`src/common/fpu_pkg.sv`:
```
// fpu_pkg
// Shared definitions for the single-cycle FP unit: register width,
// formats, opcodes, request and writeback structs, canonical NaNs.

package fpu_pkg;

	localparam int xlen = 64;

	// operand format, single is NaN-boxed in a 64-bit register
	typedef enum logic {
		fmt_s = 1'b0,
		fmt_d = 1'b1
	} fp_fmt_e;

	typedef enum logic [3:0] {
		op_fsgnj  = 4'd0,
		op_fsgnjn = 4'd1,
		op_fsgnjx = 4'd2,
		op_fmin   = 4'd3,
		op_fmax   = 4'd4,
		op_fle    = 4'd5,
		op_flt    = 4'd6,
		op_feq    = 4'd7,
		op_fclass = 4'd8,
		op_fmv_x  = 4'd9,  // fp reg to int reg
		op_fmv_f  = 4'd10  // int reg to fp reg
	} fp_op_e;

	// one request as issued to the unit
	typedef struct packed {
		fp_op_e          op;
		fp_fmt_e         fmt;
		logic [xlen-1:0] a;  // fp source 1
		logic [xlen-1:0] b;  // fp source 2
		logic [xlen-1:0] x;  // int source
	} fp_req_t;

	// unpacked operand, always in the double layout
	typedef struct packed {
		logic        sign;
		logic [10:0] exp;
		logic [51:0] man;
		logic        is_nan;
		logic        is_snan;
		logic        is_inf;
		logic        is_zero;
		logic        is_sub;
		logic        is_norm;
	} fp_fields_t;

	typedef struct packed {
		logic [xlen-1:0] value;
		logic            to_fp;  // write the fp register file
	} fp_wb_t;

	// standard quiet NaN, single one boxed
	localparam logic [xlen-1:0] canon_nan_d = 64'h7ff8_0000_0000_0000;
	localparam logic [xlen-1:0] canon_nan_s = 64'hffff_ffff_7fc0_0000;

endpackage
```
`src/fpu/fpu.sv`:
```
// fpu
// Single-cycle half of the FP execution unit. A request taken with
// enable is written back with its tag two clocks later.

`timescale 1ns/100ps

module fpu #(
	parameter int tag_w = 5
) (
	input  logic             clk,
	input  logic             arst_n,
	input  logic             enable,
	input  fpu_pkg::fp_req_t req,
	input  logic [tag_w-1:0] rd,
	output logic             res_valid,
	output logic [tag_w-1:0] res_rd,
	output fpu_pkg::fp_wb_t  res
);

	import fpu_pkg::*;

	logic             iss_valid;
	fp_req_t          iss_req;
	logic [tag_w-1:0] iss_rd;
	fp_fields_t       fields_a;
	fp_fields_t       fields_b;
	logic             cmp_bit;
	logic [xlen-1:0]  minmax;
	logic [9:0]       mask;
	logic [xlen-1:0]  xfer;

	fpu_issue #(.tag_w(tag_w)) u_issue (
		.clk(clk), .arst_n(arst_n), .enable(enable), .req(req), .rd(rd),
		.iss_valid(iss_valid), .iss_req(iss_req), .iss_rd(iss_rd)
	);

	fpu_unpack u_unpack_a (.val(iss_req.a), .fmt(iss_req.fmt), .fields(fields_a));
	fpu_unpack u_unpack_b (.val(iss_req.b), .fmt(iss_req.fmt), .fields(fields_b));

	fpu_compare u_compare (
		.op(iss_req.op), .fmt(iss_req.fmt), .a(iss_req.a), .b(iss_req.b),
		.fa(fields_a), .fb(fields_b), .cmp_bit(cmp_bit), .minmax(minmax)
	);

	fpu_classify u_classify (.fmt(iss_req.fmt), .f(fields_a), .mask(mask));

	fpu_transfer u_transfer (
		.op(iss_req.op), .fmt(iss_req.fmt), .a(iss_req.a), .b(iss_req.b),
		.x(iss_req.x), .value(xfer)
	);

	fpu_result #(.tag_w(tag_w)) u_result (
		.clk(clk), .arst_n(arst_n), .iss_valid(iss_valid), .iss_rd(iss_rd),
		.op(iss_req.op), .cmp_bit(cmp_bit), .minmax(minmax), .mask(mask), .xfer(xfer),
		.res_valid(res_valid), .res_rd(res_rd), .res(res)
	);

endmodule

```
`src/fpu/fpu_result.sv`:
```
// fpu_result
// Picks the result for the issued opcode and registers the writeback
// with its valid bit and destination tag.

`timescale 1ns/100ps

module fpu_result #(
	parameter int tag_w = 5
) (
	input  logic                     clk,
	input  logic                     arst_n,
	input  logic                     iss_valid,
	input  logic [tag_w-1:0]         iss_rd,
	input  fpu_pkg::fp_op_e          op,
	input  logic                     cmp_bit,
	input  logic [fpu_pkg::xlen-1:0] minmax,
	input  logic [9:0]               mask,
	input  logic [fpu_pkg::xlen-1:0] xfer,
	output logic                     res_valid,
	output logic [tag_w-1:0]         res_rd,
	output fpu_pkg::fp_wb_t          res
);

	import fpu_pkg::*;

	fp_wb_t wb;

	always_comb begin
		case (op)
		op_fle, op_flt, op_feq: wb = '{value: {{(xlen-1){1'b0}}, cmp_bit}, to_fp: 1'b0};
		op_fmin, op_fmax:       wb = '{value: minmax, to_fp: 1'b1};
		op_fclass:              wb = '{value: {{(xlen-10){1'b0}}, mask}, to_fp: 1'b0};
		op_fsgnj, op_fsgnjn,
		op_fsgnjx, op_fmv_f:    wb = '{value: xfer, to_fp: 1'b1};
		op_fmv_x:               wb = '{value: xfer, to_fp: 1'b0};
		default:                wb = '0;
		endcase
	end

	always_ff @(posedge clk or negedge arst_n) begin
		if (!arst_n) begin
			res_valid <= 1'b0;
			res_rd    <= '0;
			res       <= '0;
		end else begin
			res_valid <= iss_valid;
			if (iss_valid) begin  // hold last writeback when idle
				res_rd <= iss_rd;
				res    <= wb;
			end
		end
	end

endmodule

```
`src/fpu/fpu_transfer.sv`:
```
// fpu_transfer
// Sign injection and the moves between the fp and integer register
// files. Single results bound for the fp side are NaN-boxed.

`timescale 1ns/100ps

module fpu_transfer (
	input  fpu_pkg::fp_op_e          op,
	input  fpu_pkg::fp_fmt_e         fmt,
	input  logic [fpu_pkg::xlen-1:0] a,
	input  logic [fpu_pkg::xlen-1:0] b,
	input  logic [fpu_pkg::xlen-1:0] x,
	output logic [fpu_pkg::xlen-1:0] value
);

	import fpu_pkg::*;

	logic sa;
	logic sb;
	logic new_sign;

	assign sa = (fmt == fmt_d) ? a[63] : a[31];
	assign sb = (fmt == fmt_d) ? b[63] : b[31];

	always_comb begin
		case (op)
		op_fsgnjn: new_sign = !sb;
		op_fsgnjx: new_sign = sa ^ sb;
		default:   new_sign = sb;  // fsgnj
		endcase
	end

	always_comb begin
		case (op)
		op_fsgnj, op_fsgnjn, op_fsgnjx:
			if (fmt == fmt_d)
				value = {new_sign, a[62:0]};
			else
				value = {32'hffff_ffff, new_sign, a[30:0]};
		op_fmv_x:
			value = (fmt == fmt_d) ? a : {{32{a[31]}}, a[31:0]};  // sign-extend single
		op_fmv_f:
			value = (fmt == fmt_d) ? x : {32'hffff_ffff, x[31:0]};
		default:
			value = '0;
		endcase
	end

endmodule

```
`src/fpu/fpu_classify.sv`:
```
// fpu_classify
// Builds the one-hot fclass mask from the unpacked operand.

`timescale 1ns/100ps

module fpu_classify (
	input  fpu_pkg::fp_fmt_e    fmt,
	input  fpu_pkg::fp_fields_t f,
	output logic [9:0]          mask
);

	import fpu_pkg::*;

	logic quiet;

	// an unboxed single arrives with its raw payload, so go by is_snan there
	assign quiet = (fmt == fmt_s) ? !f.is_snan : f.man[51];

	always_comb begin
		mask[0] =  f.sign && f.is_inf;
		mask[1] =  f.sign && f.is_norm;
		mask[2] =  f.sign && f.is_sub;
		mask[3] =  f.sign && f.is_zero;
		mask[4] = !f.sign && f.is_zero;
		mask[5] = !f.sign && f.is_sub;
		mask[6] = !f.sign && f.is_norm;
		mask[7] = !f.sign && f.is_inf;
		mask[8] = f.is_nan && !quiet;  // signalling
		mask[9] = f.is_nan && quiet;
	end

endmodule

```
`src/fpu/fpu_compare.sv`:
```
// fpu_compare
// Ordering logic for fle, flt, feq, fmin and fmax. Comparisons see
// both zeros as equal; fmin and fmax place -0 below +0.

`timescale 1ns/100ps

module fpu_compare (
	input  fpu_pkg::fp_op_e          op,
	input  fpu_pkg::fp_fmt_e         fmt,
	input  logic [fpu_pkg::xlen-1:0] a,
	input  logic [fpu_pkg::xlen-1:0] b,
	input  fpu_pkg::fp_fields_t      fa,
	input  fpu_pkg::fp_fields_t      fb,
	output logic                     cmp_bit,
	output logic [fpu_pkg::xlen-1:0] minmax
);

	import fpu_pkg::*;

	logic mag_lt;
	logic mag_eq;
	logic both_zero;
	logic any_nan;
	logic lt_ord;
	logic lt;
	logic eq;

	// exponent and mantissa together order the magnitude, inf included
	assign mag_lt    = {fa.exp, fa.man} < {fb.exp, fb.man};
	assign mag_eq    = {fa.exp, fa.man} == {fb.exp, fb.man};
	assign both_zero = fa.is_zero && fb.is_zero;
	assign any_nan   = fa.is_nan || fb.is_nan;

	// signed order, -0 below +0
	always_comb begin
		if (fa.sign != fb.sign)
			lt_ord = fa.sign;
		else if (fa.sign)
			lt_ord = !mag_lt && !mag_eq;  // both negative, larger magnitude is less
		else
			lt_ord = mag_lt;
	end

	assign lt = lt_ord && !both_zero;
	assign eq = both_zero || ((fa.sign == fb.sign) && mag_eq);

	always_comb begin
		case (op)
		op_fle:  cmp_bit = !any_nan && (lt || eq);
		op_flt:  cmp_bit = !any_nan && lt;
		op_feq:  cmp_bit = !any_nan && eq;
		default: cmp_bit = 1'b0;
		endcase
	end

	always_comb begin
		if (fa.is_nan && fb.is_nan)
			minmax = (fmt == fmt_d) ? canon_nan_d : canon_nan_s;
		else if (fa.is_nan)
			minmax = b;
		else if (fb.is_nan)
			minmax = a;
		else
			minmax = (lt_ord ^ (op == op_fmax)) ? a : b;
	end

endmodule

```
`src/fpu/fpu_unpack.sv`:
```
// fpu_unpack
// Splits one operand into sign, exponent and mantissa in the double
// layout and derives the special-case flags. Single operands that are
// not NaN-boxed are reported as quiet NaN.

`timescale 1ns/100ps

module fpu_unpack (
	input  logic [fpu_pkg::xlen-1:0] val,
	input  fpu_pkg::fp_fmt_e         fmt,
	output fpu_pkg::fp_fields_t      fields
);

	import fpu_pkg::*;

	logic       unboxed;
	logic [7:0] exp_s;
	logic       exp_max;
	logic       exp_min;
	logic       man_nz;

	assign unboxed = (fmt == fmt_s) && (val[63:32] != 32'hffff_ffff);
	assign exp_s   = val[30:23];

	always_comb begin
		if (fmt == fmt_d) begin
			fields.sign = val[63];
			fields.exp  = val[62:52];
			fields.man  = val[51:0];
		end else begin
			fields.sign = val[31];
			if (exp_s == 8'h00)
				fields.exp = 11'h000;  // zero and subnormal
			else if (exp_s == 8'hff)
				fields.exp = 11'h7ff;  // inf and NaN
			else
				fields.exp = {3'b000, exp_s} + 11'd896;  // rebias 127 -> 1023
			fields.man = {val[22:0], 29'b0};
		end
	end

	assign exp_max = &fields.exp;
	assign exp_min = (fields.exp == 11'h000);
	assign man_nz  = |fields.man;

	always_comb begin
		fields.is_nan  = unboxed || (exp_max && man_nz);
		fields.is_snan = !unboxed && exp_max && man_nz && !fields.man[51];
		fields.is_inf  = !unboxed && exp_max && !man_nz;
		fields.is_zero = !unboxed && exp_min && !man_nz;
		fields.is_sub  = !unboxed && exp_min && man_nz;
		fields.is_norm = !unboxed && !exp_min && !exp_max;
	end

endmodule

```
`src/fpu/fpu_issue.sv`:
```
// fpu_issue
// Issue register of the FP unit. Captures the request and its
// destination tag on enable and raises iss_valid for one cycle.

`timescale 1ns/100ps

module fpu_issue #(
	parameter int tag_w = 5
) (
	input  logic               clk,
	input  logic               arst_n,
	input  logic               enable,
	input  fpu_pkg::fp_req_t   req,
	input  logic [tag_w-1:0]   rd,
	output logic               iss_valid,
	output fpu_pkg::fp_req_t   iss_req,
	output logic [tag_w-1:0]   iss_rd
);

	always_ff @(posedge clk or negedge arst_n) begin
		if (!arst_n) begin
			iss_valid <= 1'b0;
		end else begin
			iss_valid <= enable;  // one pulse per accepted request
		end
	end

	// operands stay put while idle, so downstream logic sees no toggling
	always_ff @(posedge clk) begin
		if (enable) begin
			iss_req <= req;
			iss_rd  <= rd;
		end
	end

endmodule

```
`config.mk`:
```
export PLATFORM = sky130hd
export DESIGN_NAME = fpu
export DESIGN_NICKNAME = d
export VERILOG_FILES = /design/src/common/fpu_pkg.sv /design/src/fpu/fpu.sv /design/src/fpu/fpu_result.sv /design/src/fpu/fpu_transfer.sv /design/src/fpu/fpu_classify.sv /design/src/fpu/fpu_compare.sv /design/src/fpu/fpu_unpack.sv /design/src/fpu/fpu_issue.sv
export SDC_FILE = /design/constraint.sdc
export NUM_CORES = 1
export LEC_CHECK = 0
export ABC_CLOCK_PERIOD_IN_PS = 15500
export BUFFER_PORTS_ARGS = -buffer_cell sky130_fd_sc_hd__buf_4
export CAP_MARGIN = 40
export CELL_PAD_IN_SITES_DETAIL_PLACEMENT = 1
export CELL_PAD_IN_SITES_GLOBAL_PLACEMENT = 2
export CORE_MARGIN = 1
export CORE_UTILIZATION = 39
export DETAILED_ROUTE_END_ITERATION = 10
export PLACE_DENSITY_LB_ADDON = 0.1
export SLEW_MARGIN = 20
export SYNTH_ARGS = -nofsm -noshare
export SYNTH_HDL_FRONTEND = slang
export SYNTH_SLANG_ARGS = --single-unit
```
`constraint.sdc`:
```
create_clock -name clk -period 15.5 [get_ports clk]
set_clock_uncertainty 0.15 [all_clocks]
set_input_delay 0 -clock clk [delete_from_list [all_inputs] [get_ports clk]]
set_output_delay 0 -clock clk [all_outputs]
set_load 0.05 [all_outputs]
```
==> metrics.txt, run 1 <==
status=aborted with a tool error; Stopped at=clock tree synthesis (4_1_cts); First Err=[ERROR RSZ-0060] Max buffer count reached.; largest cells by area after synthesis=edfxtp_1 (43%), dfrtp_1 (13%), ha_1 (5.3%); RD Place Congestion=0.891; num rows=69; CTS Sinks=274; Synth Flop Type=edfxtp_1; post-synth top area cell=edfxtp_1; Die Span X=193 um; Post-Syn Nets=1,529; Cells after Synth=1,264; CTS Buf Count=31; synth warn=0; mapped cell area=14,200 sq um; Max clock buf depth=3; # port buffers=275; Syn Area/Cell=11.2 sq um; root buf cell=clkbuf_16; share of the synthesized area in the top cell type=0.427; starting density of the core=0.398; Post-CTS Repair Setup Buffers=0; register area share after synthesis=0.554; Die Height=193 um; Cell variety after synth=57; post_cts resized=0; Final HPWL DP=37.4 mm; H-tree level count=1; FF+latch count, synth=274; io pins=276; ys async rst share=0.263; hold buffers post-CTS=400; EDFF count, synth=202
## cell families after synthesis
group,count (synthesis),share of synthesized area
compound gates,350,0.165
buf+inv,93,0.0257
mux,70,0.0525
fa+ha+maj,61,0.0536
simple gates,409,0.144
flops,274,0.554
xor+xnor,7,0.00432
## cell usage after synthesis, types with 14 or more instances
| cell | count |
|---|---|
| nor2b_1 | 18 |
| nor2_1 | 82 |
| a21oi_1 | 96 |
| dfrtp_1 | 72 |
| o22ai_1 | 16 |
| a31oi_1 | 20 |
| nand2_1 | 89 |
| and2_1 | 30 |
| nand3_1 | 30 |
| mux2i_1 | 35 |
| a221o_1 | 14 |
| a221oi_1 | 34 |
| mux2_2 | 35 |
| ha_1 | 60 |
| nor4_1 | 29 |
| nor3_1 | 73 |
| o21ai_0 | 50 |
| edfxtp_1 | 202 |
| nand4_1 | 30 |
| clkbuf_1 | 64 |
| o31ai_1 | 41 |
## per-stage QoR
step                cell area (sq um)   util  hold slack [ps]  cells  setup slack [ps]
floorplan                       14200      -             -446   1264             10050
global placement                16700  0.469             -161   1934             10060
detailed placement              16900  0.473             -160   1942              9830
==> run 2, diff against run 1 <==
--- a/config.mk
+++ b/config.mk
@@ -8,12 +8,10 @@
 export ABC_CLOCK_PERIOD_IN_PS = 15500
 export BUFFER_PORTS_ARGS = -buffer_cell sky130_fd_sc_hd__buf_4
 export CAP_MARGIN = 40
-export CELL_PAD_IN_SITES_DETAIL_PLACEMENT = 1
-export CELL_PAD_IN_SITES_GLOBAL_PLACEMENT = 2
 export CORE_MARGIN = 1
-export CORE_UTILIZATION = 39
+export CORE_UTILIZATION = 40
 export DETAILED_ROUTE_END_ITERATION = 10
-export PLACE_DENSITY_LB_ADDON = 0.1
+export PLACE_DENSITY_LB_ADDON = 0.15
 export SLEW_MARGIN = 20
 export SYNTH_ARGS = -nofsm -noshare
 export SYNTH_HDL_FRONTEND = slang
==> run 2 against run 1 <==
Net effect:
- the flow now finishes without violations
- synthesized cell count did not move
- area after synthesis did not move
==> metrics.txt, run 2 <==
status=completed; FF+latch count, synth=274 (unchanged); Largest regs=u_issue.iss_req (197), u_result.res (65); DP Worst Slack=9770 ps (-58.1 ps); Die Height=190 um (-1.2%); CTS Sinks=274 (unchanged); post-synthesis mux area share=0.0525 (unchanged); Cells after Synth=1,264 (unchanged); Layout Utilization=0.618; ys async rst share=0.263 (unchanged); Slew @ Worst Pin=774 ps; GRT overflow=0; # DRC=0; Post-Synth XOR/XNOR Area=0.00432 (unchanged); Post-Syn Nets=1,529 (unchanged); complex-gate fraction of the synthesized area=0.165 (unchanged); Design Area, Final=21,500 sq um; die footprint=36,200 sq um; register area share after synthesis=0.554 (unchanged); io pins=276 (unchanged); top-count cell post-synth=edfxtp_1; wire per inst=23.4 um; EDFF count, synth=202 (unchanged); Layout area overhead=51.3%; Max clock buf depth=3 (unchanged); Die Span X=190 um (-1.2%); crit path capture type=flop; RD Place Congestion=0.919 (+3.1%); Synth Area in Adders=0.0536 (unchanged); CTS Buf Count=30 (-3.2%); placed inst area=16,900 sq um (about the same); final setup fails=0; Leak Pwr=8.56 nW; post-synth top area cell=edfxtp_1; largest cells by area after synthesis=edfxtp_1 (43%), dfrtp_1 (13%), ha_1 (5.3%); vias=13,695; Cell variety after synth=57 (unchanged); total track usage=0.303; fin crit share=0.361; Synth Flop Type=edfxtp_1; PnR Total Power=2.22 mW; first-pass GRT wire length=83.0 mm; mapped cell area=14,200 sq um (unchanged); pin count of the biggest net entering global routing=85; Worst setup SP type=flop; max_slew headroom=0.479; total wire length=55.3 mm; Reg clk slew, reported paths=60 ps; post-route setup slack=9900 ps; min Tclk post-route=5600 ps; root buf cell=clkbuf_16; Final HPWL DP=36.0 mm (-3.9%); Syn Area/Cell=11.2 sq um (unchanged); pwr dens=103 nW/um^2; clock latency on the worst-skew pair=570 ps; worst-path maximum fanout=84; Worst Hold Class=in -> reg; Worst Path Required=15,820 ps; starting density of the core=0.409 (+0.0108); maximum vdd drop=0.102 mV; final net count=2,145; share of the synthesized area in the top cell type=0.427 (unchanged); Max Slew Vio Count=0; Final Hold Fails=0; number of global-route vias before repair=13,827; setup_tns=0 ps; initial antenna violation count=0; max reg flops=197; Synth top cells by count=edfxtp_1 (202), a21oi_1 (96), nand2_1 (89); maxcap violations=0; Inserted Diodes=0; Starting DRT DRC Count=1,472; # port buffers=275 (unchanged); RSZ-0062 raised after global routing=no; most common cell after layout, fill and taps aside=dlygate4sd3_1; Setup CP Type=reg -> reg; fmax=179 MHz; TritonRoute pass-1 iters=8; core box area=34,700 sq um; main combinational cell family by area after synthesis=compound AO/OA/AOI/OAI gates; Simple-Gate Fraction of Synth Area=0.144 (unchanged); CTS tree=yes; num rows=68 (-1.4%); via-per-instance ratio=5.81; layout cell share with drive strength beyond 1=0.209; Post-DRT Antenna Nets=0; most frequent cells in the layout=dlygate4sd3_1 (361), buf_4 (298), edfxtp_1 (202); crit path DAT=5920 ps; synth warn=0 (unchanged); Biggest register=u_issue.iss_req; H-tree level count=1 (unchanged)
-- run 2: cell counts after synthesis --
No cell type changed its count.
-- run 2: layout make-up --
type	instances	area (sq um)
Fill cell	2700	13200
Sequential cell	274	7870
Timing Repair Buffer	667	6020
Multi-Input combinational cell	897	6020
Clock buffer	36	805
Tap cell	455	569
Clock inverter	20	143
Inverter	10	37.5
-- run 2: layer usage --
layer	share of wire	GRT usage	wire length (um)
met1	0.42	0.417	23400
met2	0.47	0.499	26000
met3	0.080	0.0425	4440
met4	0.026	0.0831	1450
met5	0	0	0
-- run 2: worst max-delay path: stages, from the launching register on --
cell	delay, ps
edfxtp_1	320
buf_4	260
buf_16	310
buf_4	210
buf_16	280
mux2_2	380
ha_1	310
nand4_1	220
nor4_1	590
nand3_1	280
or4_1	450
nand4_1	310
mux2i_4	440
buf_4	510
o31ai_1	130
o21ai_0	210
-- run 2: final timing paths --
kind                                                 from                              to  slack (ps)  cells after the start
max                        u_issue.iss_req[192]$_DFFE_PP_    u_result.res[23]$_DFFE_PN0P_        9900                     15
min                                              req[159]  u_issue.iss_req[159]$_DFFE_PP_          20                      2
max reg2reg                u_issue.iss_req[192]$_DFFE_PP_    u_result.res[23]$_DFFE_PN0P_        9900                     15
min reg2reg                   u_issue.iss_rd[2]$_DFFE_PP_  u_result.res_rd[2]$_DFFE_PN0P_         330                      1
max in group asynchronous                          arst_n    u_result.res[63]$_DFFE_PN0P_       13930                      5
min in group asynchronous                          arst_n  u_result.res_rd[0]$_DFFE_PN0P_         220                      3
-- run 2: kinds of logic (layout without fill, tap and decap cells) --
| family | count (synthesis) | after routing |
|---|---|---|
| DFF | 274 | 274 |
| and+or+nand+nor | 409 | 409 |
| xor gates and xnor gates | 7 | 7 |
| AOI/OAI and AO/OA | 350 | 350 |
| buffers and inverters | 93 | 733 |
| adders and majority gates | 61 | 61 |
| muxes | 70 | 70 |
-- run 2: metrics by stage --
stage          cells  hold slack, ps
4_1_cts         2357           0.342
3_5_place_dp    1940            -330
6_report        2359            19.5
2_1_floorplan   1264            -446
3_3_place_gp    1932            -334
5_1_grt         2359           0.856
-- run 2: what timing repair did --
action / in CTS / in global routing
buffers inserted: 0 / 0
resized for setup: 0 / 0
hold buffers: 361 / 0
hold endpoints to repair: 330 / 0
-- run 2: power by group --
group | switching, mW | total, mW | internal, mW
logic | 0.322 | 0.564 | 0.242
registers | 0.0900 | 0.957 | 0.867
clock network | 0.296 | 0.696 | 0.400
total | 0.708 | 2.22 | 1.51
(Power assumes the default switching activity.)
==> run 3, diff against run 2 <==
--- a/config.mk
+++ b/config.mk
@@ -5,7 +5,8 @@
 export SDC_FILE = /design/constraint.sdc
 export NUM_CORES = 1
 export LEC_CHECK = 0
-export ABC_CLOCK_PERIOD_IN_PS = 15500
+export ABC_AREA = 1
+export ABC_CLOCK_PERIOD_IN_PS = 5780
 export BUFFER_PORTS_ARGS = -buffer_cell sky130_fd_sc_hd__buf_4
 export CAP_MARGIN = 40
 export CORE_MARGIN = 1
==> constraint.sdc (replaced) <==
create_clock -name clk -period 5.78 [get_ports clk]
set_clock_uncertainty 0.15 [all_clocks]
set_input_delay 0 -clock clk [delete_from_list [all_inputs] [get_ports clk]]
set_output_delay 0 -clock clk [all_outputs]
set_load 0.05 [all_outputs]
==> run 3 against run 2 <==
Net effect:
- sequential power grew to 2.6 times the previous value
- critical path depth rose by 2
- cell count up 23%
- utilization decreased by 2.7 points
- largest cell class unchanged
- worst hold slack worse by 18 ps
- area after synthesis rose by 6.4%
- clock power rose to 2.8 times the previous value
- register-to-register slack got worse by 9200 ps
- critical endpoint is now u_result.res[34]$_DFFE_PN0P_
==> metrics.txt, run 3 <==
setup_tns=0 ps (unchanged); final net count=2,636 (+23%); Slew @ Worst Pin=824 ps (+50.2 ps); Worst Path Required=6120 ps (-9700 ps); post-synth top area cell=edfxtp_1; Cells after Synth=1,803 (+43%); most used cell, CP=nand2_1; worst-path maximum fanout=73 (-13%); starting density of the core=0.409 (+0.000558); maximum vdd drop=0.242 mV (+140%); Worst Hold Path Cells=2 (unchanged); FF+latch count, synth=274 (unchanged); Post-Syn Nets=2,068 (+35%); Worst Hold Class=in -> reg; Synth Flop Type=edfxtp_1; WHS=1.98 ps (-17.5 ps); Setup CP Type=reg -> reg; Finished Layout Cells=2,899 (+23%); fin crit share=0.886 (+0.525); Design Area, Final=21,800 sq um (+1.6%); critical path, cell by cell=inv_4 -> a21oi_1 -> nor2_1 -> nand4_1 -> nor2_1 -> nand3_1 -> nor2_1 -> nand2_1 -> nand2_4 -> buf_4 -> nor2_4 -> a21oi_2 -> buf_4 -> nand2_1 -> nand2_1 -> nand2_1 -> nand2_1; switch share=0.330 (+0.0104); io pins=276 (unchanged); TritonRoute pass-1 iters=5 (-3); Critical Path Max Stage Delay=650 ps (+60 ps); Syn Area/Cell=8.37 sq um (-25%); fmax=195 MHz (+9.3%); mapped cell area=15,100 sq um (+6.4%); r2r worst-path depth=17 (+2); vias=14,915 (+8.9%); delay-heaviest family, CP=simple AND/OR/NAND/NOR gates; GR peak layer=met2; RSZ-0062 raised after global routing=no; Final Hold Fails=0 (unchanged); Slowest-stage cell, CP=a21oi_2; ys async rst share=0.263 (unchanged); # port buffers=275 (unchanged); RD Place Congestion=0.938 (+2.0%); Reg clk slew, reported paths=70 ps (about the same); # fillers=3,261 (+21%); GRT overflow=0 (unchanged); clock latency on the worst-skew pair=580 ps (about the same); Max Slew Vio Count=0 (unchanged); crit path capture type=flop; register area=7870 sq um (about the same); CTS Buf Count=29 (-3.3%); M3 GR Usage=0.0480 (+0.00545); share of the synthesized area in the top cell type=0.402 (-0.0256); layout cell share with drive strength beyond 1=0.149 (-0.0599); Die Height=196 um (+3.1%); Biggest register=u_issue.iss_req; met1 usage=0.420 (+0.00313); total track usage=0.295 (-0.00851); Die Span X=196 um (+3.1%); root buf cell=clkbuf_16; # DRC=0 (unchanged); internal power=4.07 mW (+170%); CP bufs+invs=3 (-2); total wire length=56.4 mm (+2.0%); Comb pwr share=0.271 (+0.017); H-tree level count=1 (unchanged); initial antenna violation count=1 (+1); final setup fails=0 (unchanged); Largest regs=u_issue.iss_req (197), u_result.res (65); Inst Count DP=2,514 (+30%); Post-DRT Antenna Nets=0 (unchanged); Final HPWL DP=38.7 mm (+7.4%); status=completed; core box area=36,900 sq um (+6.2%); pwr dens=278 nW/um^2 (+170%); Cell variety after synth=42 (-26%); placed inst area=17,500 sq um (+4.0%); multi-input logic area=6070 sq um (+0.81%); Layout Utilization=0.592 (-0.0266); maxcap violations=0 (unchanged); wire per inst=19.5 um (-17%); switching power=2.00 mW (+180%); register area share after synthesis=0.521 (-0.0332); crit path DAT=5460 ps (-460 ps); clock power share=0.318 (+0.004); Layout area overhead=44.6%; EDFF count, synth=202 (unchanged); synth warn=0 (unchanged); min Tclk post-route=5120 ps (-475 ps); Seq pwr share=0.411 (-0.021); Starting DRT DRC Count=1,486 (+0.95%); die footprint=38,500 sq um (+6.3%); most common cell after layout, fill and taps aside=nand2_1; max reg flops=197 (unchanged); met2 Usage GRT=0.476 (-0.0232); CTS Sinks=274 (unchanged); Leak Pwr=10.3 nW (+20%); via-per-instance ratio=5.14 (-11%); pin count of the biggest net entering global routing=150 (+76%); CTS tree=yes; number of global-route vias before repair=14,733 (+6.6%); top-count cell post-synth=nand2_1; Worst setup SP type=flop; Critical Path Stages=17 (+2); Max clock buf depth=3 (unchanged); largest cells by area after synthesis=edfxtp_1 (40%), nand2_1 (15%), dfrtp_1 (12%); max_slew headroom=0.451 (-0.0287); first-pass GRT wire length=86.2 mm (+3.9%); most frequent cells in the layout=nand2_1 (590), dlygate4sd3_1 (330), buf_4 (284); num rows=70 (+2.9%); Synth top cells by count=nand2_1 (590), edfxtp_1 (202), inv_1 (185)
## run 3: changes by cell type after synthesis, sizes merged, moves of 39 or more
cell and delta:
nor2 +84, inv +178, nor3 -59, o31ai -39, nand2 +504, nand3 +114
## run 3: area by class of cell
class | count | share of cell area
timing repair buffer | 621 | 0.255
clock inverter | 21 | 0.00998
antenna | 1 | 0.000115
multi-input combinational | 1257 | 0.278
clock buffer | 33 | 0.0349
tap | 504 | 0.0289
inverter | 188 | 0.0325
sequential | 274 | 0.361
## run 3: power by group through the flow
stage	clock network (mW)	registers, mW	logic, mW
6_report	1.93	2.50	1.64
2_1_floorplan	0	2.71	0.685
3_5_place_dp	0	2.53	1.45
3_3_place_gp	0	2.53	1.43
5_1_grt	2.02	2.51	1.79
4_1_cts	1.94	2.49	1.62
## run 3: cells by family (layout without fill, tap and decap cells)
| family | Yosys count | in the layout | synth area share |
|---|---|---|---|
| flip-flops | 274 | 274 | 0.521 |
| XOR/XNOR | 1 | 1 | 0.000580 |
| other | 0 | 1 | 0 |
| AO/OA/AOI/OAI | 200 | 200 | 0.0741 |
| adder cells (fa/ha/maj) | 60 | 60 | 0.0497 |
| buffers and inverters | 272 | 863 | 0.0780 |
| AND/OR/NAND/NOR | 996 | 996 | 0.276 |
## run 3: metal layers
layer  vias to the layer above  share of wire
li1                       7129              -
met1                      7024           0.45
met2                       683           0.46
met3                        79          0.076
met4                         0          0.018
met5                         -              0
## run 3: timing repair
item                       4_1_cts  5_1_grt
buffers inserted                 0        0
hold endpoints to repair       311        2
setup endpoints to repair        0        0
hold buffers                   328        2
gates resized for setup          0        0
## run 3: path summary, 6_finish.rpt
check / from / end / slack [ps]
min in group asynchronous: arst_n / u_result.res_valid$_DFF_PN0_ / 290
max: u_issue.iss_req[192]$_DFFE_PP_ / u_result.res[34]$_DFFE_PN0P_ / 660
max reg2reg: u_issue.iss_req[192]$_DFFE_PP_ / u_result.res[34]$_DFFE_PN0P_ / 660
min: req[78] / u_issue.iss_req[78]$_DFFE_PP_ / 2
max in group asynchronous: arst_n / u_result.res[43]$_DFFE_PN0P_ / 4180
min reg2reg: u_issue.iss_rd[3]$_DFFE_PP_ / u_result.res_rd[3]$_DFFE_PN0P_ / 290
## run 3: through the flow
step                      setup WS [ps]  total power, mW
after global routing                393             6.33
after CTS                           882             6.06
after detailed placement            912             3.97
after floorplan                    2350             3.39
final                               658             6.07
after global placement              936             3.96
==> run 4, diff against run 3 <==
--- a/config.mk
+++ b/config.mk
@@ -12,7 +12,8 @@
 export CORE_MARGIN = 1
 export CORE_UTILIZATION = 40
 export DETAILED_ROUTE_END_ITERATION = 10
-export PLACE_DENSITY_LB_ADDON = 0.15
+export PLACE_DENSITY = 0.63
+export SKIP_CTS_REPAIR_TIMING = 1
 export SLEW_MARGIN = 20
 export SYNTH_ARGS = -nofsm -noshare
 export SYNTH_HDL_FRONTEND = slang
==> run 4 against run 3 <==
Net effect:
- highest routed layer unchanged
- clock power decreased by 4%
- maximum frequency up 4.7%
- first-iteration DRC count up 7.9%
- global-route usage is 3.3 points lower
- sequential share of layout area shrank 0.80 points
- cell count grew 1.9%
- the run now ends with negative hold slack left
- total power shrank 0.64%
==> metrics.txt, run 4 (synthesized netlist as in run 3, its figures left out) <==
status=finished with violations; failing checks=negative hold slack; Slowest-stage cell, CP=edfxtp_1; Worst setup SP type=flop; met1 usage=0.399 (-0.0211); Finished Layout Cells=2,955 (+1.9%); CP bufs+invs=3 (unchanged); crit path DAT=5250 ps (-210 ps); pwr dens=270 nW/um^2 (-2.8%); # port buffers=275 (unchanged); met2 Usage GRT=0.394 (-0.0820); RD Place Congestion=1.02 (+8.3%); # DRC=0 (unchanged); crit path capture type=flop; wire per inst=19.3 um (-0.79%); most common cell after layout, fill and taps aside=nand2_1; Layout Utilization=0.605 (+0.0134); RSZ-0062 raised after global routing=no; Critical Path Max Stage Delay=600 ps (-50 ps); Critical Path Stages=20 (+3); layout cell share with drive strength beyond 1=0.146 (-0.00347); root buf cell=clkbuf_16; clock latency on the worst-skew pair=590 ps (about the same); Final HPWL DP=38.3 mm (-1.0%); Die Height=196 um (unchanged); delay-heaviest family, CP=simple AND/OR/NAND/NOR gates; num rows=70 (unchanged); maximum vdd drop=0.222 mV (-8.2%); Starting DRT DRC Count=1,603 (+7.9%); Layout area overhead=47.8%; min Tclk post-route=4890 ps (-231 ps); worst-path maximum fanout=66 (-9.6%); Setup CP Type=reg -> reg; Worst Hold Class=in -> reg; vias=15,423 (+3.4%); pin count of the biggest net entering global routing=110 (-27%); Reg clk slew, reported paths=60 ps (about the same); Max clock buf depth=3 (unchanged); via-per-instance ratio=5.22 (+1.4%); setup_tns=0 ps (unchanged); most frequent cells in the layout=nand2_1 (590), dlygate4sd3_1 (380), buf_4 (288); GR peak layer=met1; M3 GR Usage=0.0352 (-0.0127); CTS tree=yes; Biggest register=u_issue.iss_req; starting density of the core=0.409 (unchanged); Worst Path Required=6140 ps (+20 ps); TritonRoute pass-1 iters=6 (+1); io pins=276 (unchanged); die footprint=38,500 sq um (unchanged); H-tree level count=1 (unchanged); fmax=204 MHz (+4.7%); WHS=-2.05 ps (-4.03 ps); Slew @ Worst Pin=854 ps (+30.3 ps); Inserted Diodes=0 (-1); Leak Pwr=10.5 nW (+2.1%); total wire length=57.1 mm (+1.1%); number of global-route vias before repair=13,084 (-11%); r2r worst-path depth=20 (+3); maxcap violations=0 (unchanged); CTS Sinks=274 (unchanged); CTS Buf Count=31 (+6.9%); fin crit share=0.846 (-0.0399); final net count=2,691 (+2.1%); Inst Count DP=2,517 (+0.12%); Max Slew Vio Count=0 (unchanged); total track usage=0.262 (-0.0327); GRT overflow=0 (unchanged); max reg flops=197 (unchanged); Worst Hold Path Cells=2 (unchanged); critical path, cell by cell=buf_4 -> nand2_1 -> o21ai_0 -> inv_1 -> ha_1 -> nand2_1 -> nor4_1 -> nand4_1 -> nor2_1 -> nand3_1 -> nand2_1 -> nand2_1 -> nand2_1 -> nand2_1 -> nand3_2 -> buf_4 -> a21oi_1 -> o21ai_1 -> nand2_1 -> nand2_1; initial antenna violation count=0 (-1); most used cell, CP=nand2_1; final setup fails=0 (unchanged); first-pass GRT wire length=77.1 mm (-11%); # fillers=3,092 (-5.2%); Final Hold Fails=1 (+1); core box area=36,900 sq um (unchanged); max_slew headroom=0.431 (-0.0202); Die Span X=196 um (unchanged); Largest regs=u_issue.iss_req (197), u_result.res (65); Post-DRT Antenna Nets=0 (unchanged)
==> run 4: cell types whose count changed in the layout (fill, tap and decap cells not counted), moves of 2 or more <==
cell	change
buf_4	+4
bufinv_16	-4
clkbuf_1	+10
clkbuf_16	+2
clkbuf_8	+2
clkinv_1	-3
dlygate4sd3_1	+50
==> run 4: worst paths after layout <==
check	start	to	slack, ps
max in group asynchronous	arst_n	u_result.res[42]$_DFFE_PN0P_	4210
min in group asynchronous	arst_n	u_result.res[25]$_DFFE_PN0P_	250
worst min register to register	u_issue.iss_rd[3]$_DFFE_PP_	u_result.res_rd[3]$_DFFE_PN0P_	290
worst min-delay path	req[61]	u_issue.iss_req[61]$_DFFE_PP_	-2
worst max-delay path	u_issue.iss_req[192]$_DFFE_PP_	u_result.res[12]$_DFFE_PN0P_	890
worst max register to register	u_issue.iss_req[192]$_DFFE_PP_	u_result.res[12]$_DFFE_PN0P_	890
==> run 4: cell type report <==
| type | count | area, sq um | area share |
|---|---|---|---|
| clock buffer | 47 | 876 | 0.0392 |
| clock inverter | 11 | 73.8 | 0.00331 |
| inverter | 188 | 708 | 0.0317 |
| multi-input combinational | 1257 | 6070 | 0.272 |
| sequential | 274 | 7870 | 0.353 |
| tap | 504 | 631 | 0.0283 |
| timing repair buffer | 674 | 6090 | 0.273 |
==> run 4: routing by layer <==
metal | vias to the layer above | routed length, um
met4 | 0 | 1090
met2 | 754 | 26800
met1 | 7318 | 25000
met5 | - | 0
met3 | 94 | 4170
li1 | 7257 | -
==> run 4: report_power, final <==
group	internal [mW]	switching (mW)	leakage, nW
combinational	0.643	1.02	7.09
clock	1.05	0.814	0.466
sequential	2.33	0.180	2.91
==> run 4: per-stage QoR <==
stage	area [sq um]	setup WS [ps]	hold slack [ps]	power (mW)
finish	22300	888	-2.05	6.03
detailed placement	17600	1100	-330	3.96
CTS	18500	1060	-947	5.81
global placement	17500	1130	-334	3.95
global route	22300	556	-16.8	6.29
floorplan	15100	2350	-446	3.39
